[config.mk]
export PLATFORM = sky130hd
export DESIGN_NAME = axi_perf_mon
export DESIGN_NICKNAME = d
export VERILOG_FILES = /design/src/hw/axi_perf_pkg.sv /design/src/hw/axi_event_tap.sv /design/src/hw/axi_perf_mon.sv /design/src/hw/perf_counter_bank.sv /design/src/hw/perf_ctrl.sv
export SDC_FILE = /design/constraint.sdc
export NUM_CORES = 1
export LEC_CHECK = 0
export ABC_AREA = 1
export BUFFER_PORTS_ARGS = -buffer_cell sky130_fd_sc_hd__buf_4
export CORE_UTILIZATION = 40
export CTS_BUF_LIST = sky130_fd_sc_hd__clkbuf_2
export DETAILED_ROUTE_END_ITERATION = 7
export PLACE_DENSITY_LB_ADDON = 0.05
export SYNTH_ARGS = -nofsm -noshare
export SYNTH_HDL_FRONTEND = slang
export SYNTH_HIERARCHICAL = 1
export SYNTH_SLANG_ARGS = --single-unit
export TNS_END_PERCENT = 1
[constraint.sdc]
create_clock -name clk_i -period 2.5 [get_ports clk_i]
set_clock_uncertainty 0.05 [all_clocks]
set_input_delay 0.5 -clock clk_i [delete_from_list [all_inputs] [get_ports clk_i]]
set_output_delay 0.5 -clock clk_i [all_outputs]
set_load 0.05 [all_outputs]
[src/hw/axi_perf_pkg.sv]
package axi_perf_pkg;

    //////////////////////////////
    // Sizes
    //////////////////////////////

    localparam int unsigned CNT_W   = 32;
    localparam int unsigned NUM_EVT = 4;

    // Saturation value of every counter
    localparam logic [CNT_W-1:0] CNT_MAX = {CNT_W{1'b1}};

    //////////////////////////////
    // AXI response-side signals
    //////////////////////////////

    // Ready signals driven by the master
    typedef struct packed {
        logic r_ready;
        logic b_ready;
    } axi_req_t;

    // Valid signals driven by the slave
    typedef struct packed {
        logic r_valid;
        logic b_valid;
    } axi_rsp_t;

    //////////////////////////////
    // Events and commands
    //////////////////////////////

    // Also the index into the event vector and the counter bank
    typedef enum logic [1:0] {
        EVT_R_BEAT  = 2'd0,
        EVT_B_RESP  = 2'd1,
        EVT_R_STALL = 2'd2,
        EVT_B_STALL = 2'd3
    } event_e;

    typedef logic [NUM_EVT-1:0] evt_vec_t;

    typedef enum logic [2:0] {
        OP_START     = 3'd0,
        OP_STOP      = 3'd1,
        OP_READ      = 3'd2,
        OP_CLEAR     = 3'd3,
        OP_CLEAR_ALL = 3'd4
    } cmd_op_e;

    typedef struct packed {
        cmd_op_e op;
        event_e  sel;
    } cmd_t;

    typedef struct packed {
        logic [CNT_W-1:0] data;
        logic             running; // enable state after the command
    } reply_t;

endpackage

[src/hw/axi_event_tap.sv]
module axi_event_tap (
    input  logic                   clk_i,
    input  logic                   rst_ni,
    input  axi_perf_pkg::axi_req_t axi_req_i,
    input  axi_perf_pkg::axi_rsp_t axi_rsp_i,
    output axi_perf_pkg::axi_req_t axi_req_o,
    output axi_perf_pkg::axi_rsp_t axi_rsp_o,
    output axi_perf_pkg::evt_vec_t evt_o
);
    import axi_perf_pkg::*;

    evt_vec_t evt_d;
    evt_vec_t evt_q;

    // Bus passes straight through, no added latency
    assign axi_req_o = axi_req_i;
    assign axi_rsp_o = axi_rsp_i;

    //////////////////////////////
    // Event classification
    //////////////////////////////

    always_comb begin
        evt_d              = '0;
        // Completed handshakes
        evt_d[EVT_R_BEAT]  = axi_rsp_i.r_valid & axi_req_i.r_ready;
        evt_d[EVT_B_RESP]  = axi_rsp_i.b_valid & axi_req_i.b_ready;
        // Valid held back by the master
        evt_d[EVT_R_STALL] = axi_rsp_i.r_valid & ~axi_req_i.r_ready;
        evt_d[EVT_B_STALL] = axi_rsp_i.b_valid & ~axi_req_i.b_ready;
    end

    // Register stage keeps bus timing away from the counters
    always_ff @(posedge clk_i) begin
        if (!rst_ni) begin
            evt_q <= '0;
        end else begin
            evt_q <= evt_d;
        end
    end

    assign evt_o = evt_q;

endmodule

[src/hw/axi_perf_mon.sv]
module axi_perf_mon (
    input  logic                   clk_i,
    input  logic                   rst_ni,
    input  axi_perf_pkg::axi_req_t axi_req_i,
    input  axi_perf_pkg::axi_rsp_t axi_rsp_i,
    output axi_perf_pkg::axi_req_t axi_req_o,
    output axi_perf_pkg::axi_rsp_t axi_rsp_o,
    input  axi_perf_pkg::cmd_t     cmd_i,
    input  logic                   cmd_req_i,
    output axi_perf_pkg::reply_t   reply_o,
    output logic                   cmd_ack_o
);
    import axi_perf_pkg::*;

    evt_vec_t         evt;
    logic             count_en;
    logic             clr_one;
    logic             clr_all;
    event_e           rd_sel;
    logic [CNT_W-1:0] rd_data;

    //////////////////////////////
    // Bus tap
    //////////////////////////////

    axi_event_tap u_tap (
        .clk_i     (clk_i),
        .rst_ni    (rst_ni),
        .axi_req_i (axi_req_i),
        .axi_rsp_i (axi_rsp_i),
        .axi_req_o (axi_req_o),
        .axi_rsp_o (axi_rsp_o),
        .evt_o     (evt)
    );

    //////////////////////////////
    // Host command control
    //////////////////////////////

    perf_ctrl u_ctrl (
        .clk_i      (clk_i),
        .rst_ni     (rst_ni),
        .cmd_i      (cmd_i),
        .cmd_req_i  (cmd_req_i),
        .reply_o    (reply_o),
        .cmd_ack_o  (cmd_ack_o),
        .count_en_o (count_en),
        .clr_one_o  (clr_one),
        .clr_all_o  (clr_all),
        .sel_o      (rd_sel),
        .rd_data_i  (rd_data)
    );

    // Event counters
    perf_counter_bank u_cnt (
        .clk_i      (clk_i),
        .rst_ni     (rst_ni),
        .evt_i      (evt),
        .count_en_i (count_en),
        .clr_one_i  (clr_one),
        .clr_all_i  (clr_all),
        .sel_i      (rd_sel),
        .rd_data_o  (rd_data)
    );

endmodule

[src/hw/perf_counter_bank.sv]
module perf_counter_bank (
    input  logic                               clk_i,
    input  logic                               rst_ni,
    input  axi_perf_pkg::evt_vec_t             evt_i,
    input  logic                               count_en_i,
    input  logic                               clr_one_i,
    input  logic                               clr_all_i,
    input  axi_perf_pkg::event_e               sel_i,
    output logic [axi_perf_pkg::CNT_W-1:0]     rd_data_o
);
    import axi_perf_pkg::*;

    logic [CNT_W-1:0] cnt_q [NUM_EVT];
    logic [CNT_W-1:0] cnt_d [NUM_EVT];

    //////////////////////////////
    // Counters
    //////////////////////////////

    for (genvar i = 0; i < NUM_EVT; i++) begin : g_cnt
        logic clr;
        logic inc;

        assign clr = clr_all_i | (clr_one_i && (sel_i == event_e'(i)));
        assign inc = evt_i[i] & count_en_i;

        // Clear beats a coincident increment
        always_comb begin
            cnt_d[i] = cnt_q[i];
            if (clr) begin
                cnt_d[i] = '0;
            end else if (inc && (cnt_q[i] != CNT_MAX)) begin
                cnt_d[i] = cnt_q[i] + 1'b1;
            end
        end

        always_ff @(posedge clk_i) begin
            if (!rst_ni) begin
                cnt_q[i] <= '0;
            end else begin
                cnt_q[i] <= cnt_d[i];
            end
        end
    end

    // Read port
    assign rd_data_o = cnt_q[sel_i];

endmodule

[src/hw/perf_ctrl.sv]
module perf_ctrl (
    input  logic                           clk_i,
    input  logic                           rst_ni,
    input  axi_perf_pkg::cmd_t             cmd_i,
    input  logic                           cmd_req_i,
    output axi_perf_pkg::reply_t           reply_o,
    output logic                           cmd_ack_o,
    output logic                           count_en_o,
    output logic                           clr_one_o,
    output logic                           clr_all_o,
    output axi_perf_pkg::event_e           sel_o,
    input  logic [axi_perf_pkg::CNT_W-1:0] rd_data_i
);
    import axi_perf_pkg::*;

    typedef enum logic [1:0] {
        IDLE,
        ACK,
        WAIT_LOW
    } state_e;

    state_e state_q;
    state_e state_d;
    logic   en_q;
    event_e sel_q;
    reply_t reply_q;
    logic   take_cmd;

    // A request is accepted only from IDLE
    assign take_cmd = (state_q == IDLE) && cmd_req_i;

    // One-cycle clear pulses, applied on the accepting edge
    assign clr_one_o = take_cmd && (cmd_i.op == OP_CLEAR);
    assign clr_all_o = take_cmd && (cmd_i.op == OP_CLEAR_ALL);

    // Selected counter stays pinned until the reply is captured
    assign sel_o = (state_q == IDLE) ? cmd_i.sel : sel_q;

    //////////////////////////////
    // Handshake FSM
    //////////////////////////////

    always_comb begin
        state_d = state_q;
        unique case (state_q)
            IDLE: begin
                if (cmd_req_i) begin
                    state_d = ACK;
                end
            end
            // Reply captured here, ack goes high next
            ACK: state_d = WAIT_LOW;
            WAIT_LOW: begin
                if (!cmd_req_i) begin
                    state_d = IDLE;
                end
            end
            default: state_d = IDLE;
        endcase
    end

    always_ff @(posedge clk_i) begin
        if (!rst_ni) begin
            state_q <= IDLE;
            en_q    <= 1'b0;
        end else begin
            state_q <= state_d;
            if (take_cmd) begin
                case (cmd_i.op)
                    OP_START: en_q <= 1'b1;
                    OP_STOP:  en_q <= 1'b0;
                    default:  en_q <= en_q;
                endcase
            end
        end
    end

    // Counter value seen here already reflects the accepting edge
    always_ff @(posedge clk_i) begin
        if (take_cmd) begin
            sel_q <= cmd_i.sel;
        end
        if (state_q == ACK) begin
            reply_q.data    <= rd_data_i;
            reply_q.running <= en_q;
        end
    end

    assign reply_o    = reply_q;
    assign cmd_ack_o  = (state_q == WAIT_LOW);
    assign count_en_o = en_q;

endmodule

# After elaboration in Yosys (flattened, before gate mapping)
# Memory sizes are Yosys's and may differ from the RTL's. A register that Yosys moved wholly into a read port is not among the register bits.
# Index checks and enable logic that the tools add are counted.
# totals
ram_bits	128
mem_bits_ro	0
latchBits	0
register_bits	10
memories	1
inputBits	12
elab_cells	78
# memory_table
memory	depth	width	rd	rd_ports_with_merged_regs	wr	line	text
u_cnt.cnt_q	4	32	5	1	4	perf_counter_bank.sv:13	logic [CNT_W-1:0] cnt_q [NUM_EVT];
# classes
eq_ne	14
order_cmp	0
bitwise_logic	18
n_div	0
n_shift	0
reduce_logical	17
n_addsub	4
n_mux	19
multipliers	0
# op_table
op	n
$mux 32	12
$add 32x1->32 const B	4
$ne 32x32->1 const B	4
$logic_and 1x1->1	11
$and 1x1->1	8
$or 1x1->1	8
$eq 2x2->1 const B	3
$mux 2	3
$pmux 2 s3	1
$eq 2x1->1 const B	2
$logic_not 2->1	2
$ne 2x2->1 const B	2
$reduce_and 2->1	2
$eq 3x1->1 const B	1
$eq 3x2->1 const B	1
$eq 3x3->1 const B	1
$logic_not 3->1	1
$mux 1	2
$not 1->1	2
$pmux 1 s2	1
$reduce_bool 2->1	1

# Depth between registers and ports, before layout
# logic_depth
depth_word	7
depth_mapped	13
depth_no_buf	11

# Hierarchy
# The synthesis kept the hierarchy.
# by_module_without_submodules
module	instances	cells_per_inst	area_per_inst_um2	seq_area_each_um2
perf_counter_bank	1	1462	8584.5	2562.5
perf_ctrl	1	68	1251.2	1111.1
axi_event_tap	1	16	140.1	80.1

# Least setup slack after synthesis
# Ideal clock, no wire load.
# synth_timing
path_type	register to register
start	register u_ctrl.state_q[1]
end	memory u_cnt.cnt_q[0][22]
synth_period_minus_slack_ps	1903
stages_incl_launch_ff	13
slack_ps	597
arrival_time_ps	1738
cell_sequence	dfxtp_1 -> nor2_4 -> inv_1 -> nand2_1 -> nand2_1 -> buf_2 -> nor2_1 -> inv_1 -> o21ai_2 -> inv_2 -> clkbuf_1 -> nand2_1 -> nor2_1
# synth_lines
element	line	text
from (decl)	perf_ctrl.sv:22	state_e state_q;
from (signal assigned)	perf_ctrl.sv:67	state_q <= state_d;
to (decl)	perf_counter_bank.sv:13	

==> flow_summary.ini <==
[synth]
avgSynthCellArea_sq_um = 6.45
syn_inst = 1546
synth_flop_cell = dfxtp_1
yosysUniqueCellTypes = 40
netlist_area_sq_mm = 0.00998
synth_top_area_share_pct = 27.1
synth_top_cell_by_area = dfxtp_1
async_reset_ff_share_pct = 0
synth_warnings = 6
ys_seq_area_share_pct = 37.6
yosysMostFrequentCell = nand2_1
syn_nets = 1562
synth_common_cells = nand2_1, nor2_1, dfxtp_1
synth_edf_count = 35
ys_seq_elements = 170
synth.area.top_cells = dfxtp_1, nand2_1, nor2_1

[power_and_ir_drop]
finalPower_mw = 4.92
cellPowerDensity_mw_per_mm2 = 439
peakVddDrop_uv = 301
p_leak_nw = 4.15

[sta]
final.setup.tns_ps = 0
min_period_over_period_pct = 92.1
fmax_mhz = 435
worst_hold_slack_ps = 445
rsz0062_at_grt = no
hold_violations = 0
tightest_slew_ps = 536
period_minus_slack_ps = 2300
setup_viol = 0
slew_violations = 0
slew_headroom_pct = 64.1
finalWorstSetupSlack_ps = 199

[worst_setup_path]
cp_slowest_cell = dfxtp_1
crit_top_cell = nand2_1
worstSetupStartpoint = u_cnt/cnt_q[1][0]
crit_fanout = 25
r2r_slack_ps = 200
reg2reg_from = u_cnt/cnt_q[1][0]
cp-start-kind = register
worstReg2RegEnd = u_cnt/cnt_q[1][15]
path_cells = ha_1 > nand2_1 > nor2_1 > nand2_2 > nor2_1 > nand3_2 > nand2_1 > nand2_1 > nand2_1 > nor2_1
path_delay_family = simple AND/OR/NAND/NOR gates
critPathBufInv = 0
crit_required_ps = 3100
worst-setup-path-type = register to register
cp.arrival_ps = 2900
slowest_delay_ps = 520
crit_cells = 10
crit_path_end = u_cnt/cnt_q[1][15]
crit_path_end_kind = register
reg2regPathDepth = 10

[clock_network]
clock-sinks = 170
clk_transition_reported_paths_ps = 280
cts_buffer_depth = 2
cts_buffers = 17
cts_setup_buffers = 0
clkLatencyLatePin_ps = 750
cts_hold_buf = 13
cts_resized = 0
cts_tree = yes
cts_root_buffer = clkbuf_2
h-tree-depth = 4

[floorplan]
die_w_um = 160
std_cell_rows = 57
start_util_pct = 40.9
die_y_um = 160
die-area_sq_mm = 0.0256
io_pins = 50
core-area_sq_mm = 0.0244

[global_routing]
grt_pass1_wl_um = 52200
grt_util_all_layers_pct = 26.5
gr-total-overflow = 0
grt_pass1_vias = 9154
grt_start_max_net_pins = 34
antenna_found_initial = 1

[placed_design]
place_ws_ps = 205
place.gp.congestion = 0.925
portBuffers = 49
hpwl_um = 26000

[layout]
area_growth_pct = 12.3
multi_input_comb_area_sq_mm = 0.00544
drive_gt1_share_pct = 10.2
ff_latch_area_sq_mm = 0.00375
fin_util_pct = 45.9
nNetsFinal = 1637
n_fill_cell = 2600

[run_status]
status = finished, final reports clean

[detailed_routing]
ant_nets = 0
detailroute.via_count = 10200
firstDrtPassIters = 5
wire_per_inst_um = 17.2
drt_iter0_markers = 989
drcViolationCount = 0
via_per_inst = 5.20
wirelength_um = 33600

[job]
cap_violations = 0

[min_path]
min_path_type = primary input to register
==> layout by cell type (no fill, tap or decap), types with 9 or more instances in the layout <==
cell,Yosys,layout
nand4_1,31,31
a21oi_1,74,74
nor2_1,340,339
inv_1,134,134
o21ai_0,19,19
dlygate4sd3_1,0,13
a22oi_1,30,30
a21oi_2,9,9
xor2_1,17,17
nand3_1,132,132
o211ai_1,18,18
edfxtp_1,35,35
nor3_1,17,17
a31oi_1,9,9
nand2_1,432,432
buf_4,4,90
dfxtp_1,135,135
clkbuf_2,0,17
==> layout make-up <==
class,instances,area share (%)
Multi-Input combinational cell,1185,48.5
Clock buffer,17,0.759
Tap cell,324,3.62
Inverter,144,4.82
Antenna cell,1,0.0223
Clock inverter,15,1.55
Timing Repair Buffer,103,7.19
Sequential cell,170,33.5
==> kinds of logic after synthesis <==
| group | Yosys count | share of synthesized area, % |
|---|---|---|
| simple gates | 992 | 41.8 |
| compound gates | 170 | 10.5 |
| buf+inv | 191 | 7.86 |
| xor+xnor | 19 | 1.67 |
| flops | 170 | 37.6 |
| fa+ha+maj | 4 | 0.502 |
==> metal layers <==
layer	vias up	wire length [um]	track usage (%)
met3	41	2300	4.62
met1	4645	16100	38.7
met2	325	14500	39.8
met4	0	770	7.10
li1	5174	-	-
met5	-	0	0
==> worst min-delay path by stage <==
stage                           start                end  slack, ps  cells after the start
detailed placement  u_cnt/cnt_q[2][7]  u_cnt/cnt_q[2][7]        460                      2
floorplan           u_cnt/cnt_q[0][1]  u_cnt/cnt_q[0][1]        420                      2
global placement    u_cnt/cnt_q[2][7]  u_cnt/cnt_q[2][7]        460                      2
CTS                          cmd_i[4]  u_cnt/cnt_q[3][2]        360                      6
global route                 cmd_i[1]    u_ctrl/sel_q[1]        380                      2
finish                       cmd_i[2]  u_cnt/cnt_q[3][2]        440                      6
==> report_power, final <==
part	total [mW]	switching [mW]	internal (mW)
Sequential	2.86	0.0221	2.84
Combinational	0.443	0.324	0.118
Clock	1.62	1.06	0.561
==> worst register-to-register path, delay by kind of cell, from the launching register on <==
family / cells / cell delay [ps]
adder cells (fa/ha/maj): 1 / 320
flip-flops: 1 / 520
AND/OR/NAND/NOR: 9 / 1320
==> per-stage QoR <==
| stage | cell area, sq um | std cells |
|---|---|---|
| 6_report | 11200 | 1959 |
| 5_1_grt | 11200 | 1959 |
| 4_1_cts | 11200 | 1958 |
| 3_5_place_dp | 10800 | 1913 |
| 3_3_place_gp | 10800 | 1913 |
| 2_1_floorplan | 9980 | 1546 |
==> sequential cells by signal (all words and copies together) (netlist names) <==
name and flops:
u_ctrl/reply_o 33, u_ctrl/sel_q 2, u_ctrl/state_q 2, u_ctrl/count_en_o 1, u_tap/evt_o 4, u_cnt/cnt_q 128
Power figures use the tool's default switching activity.
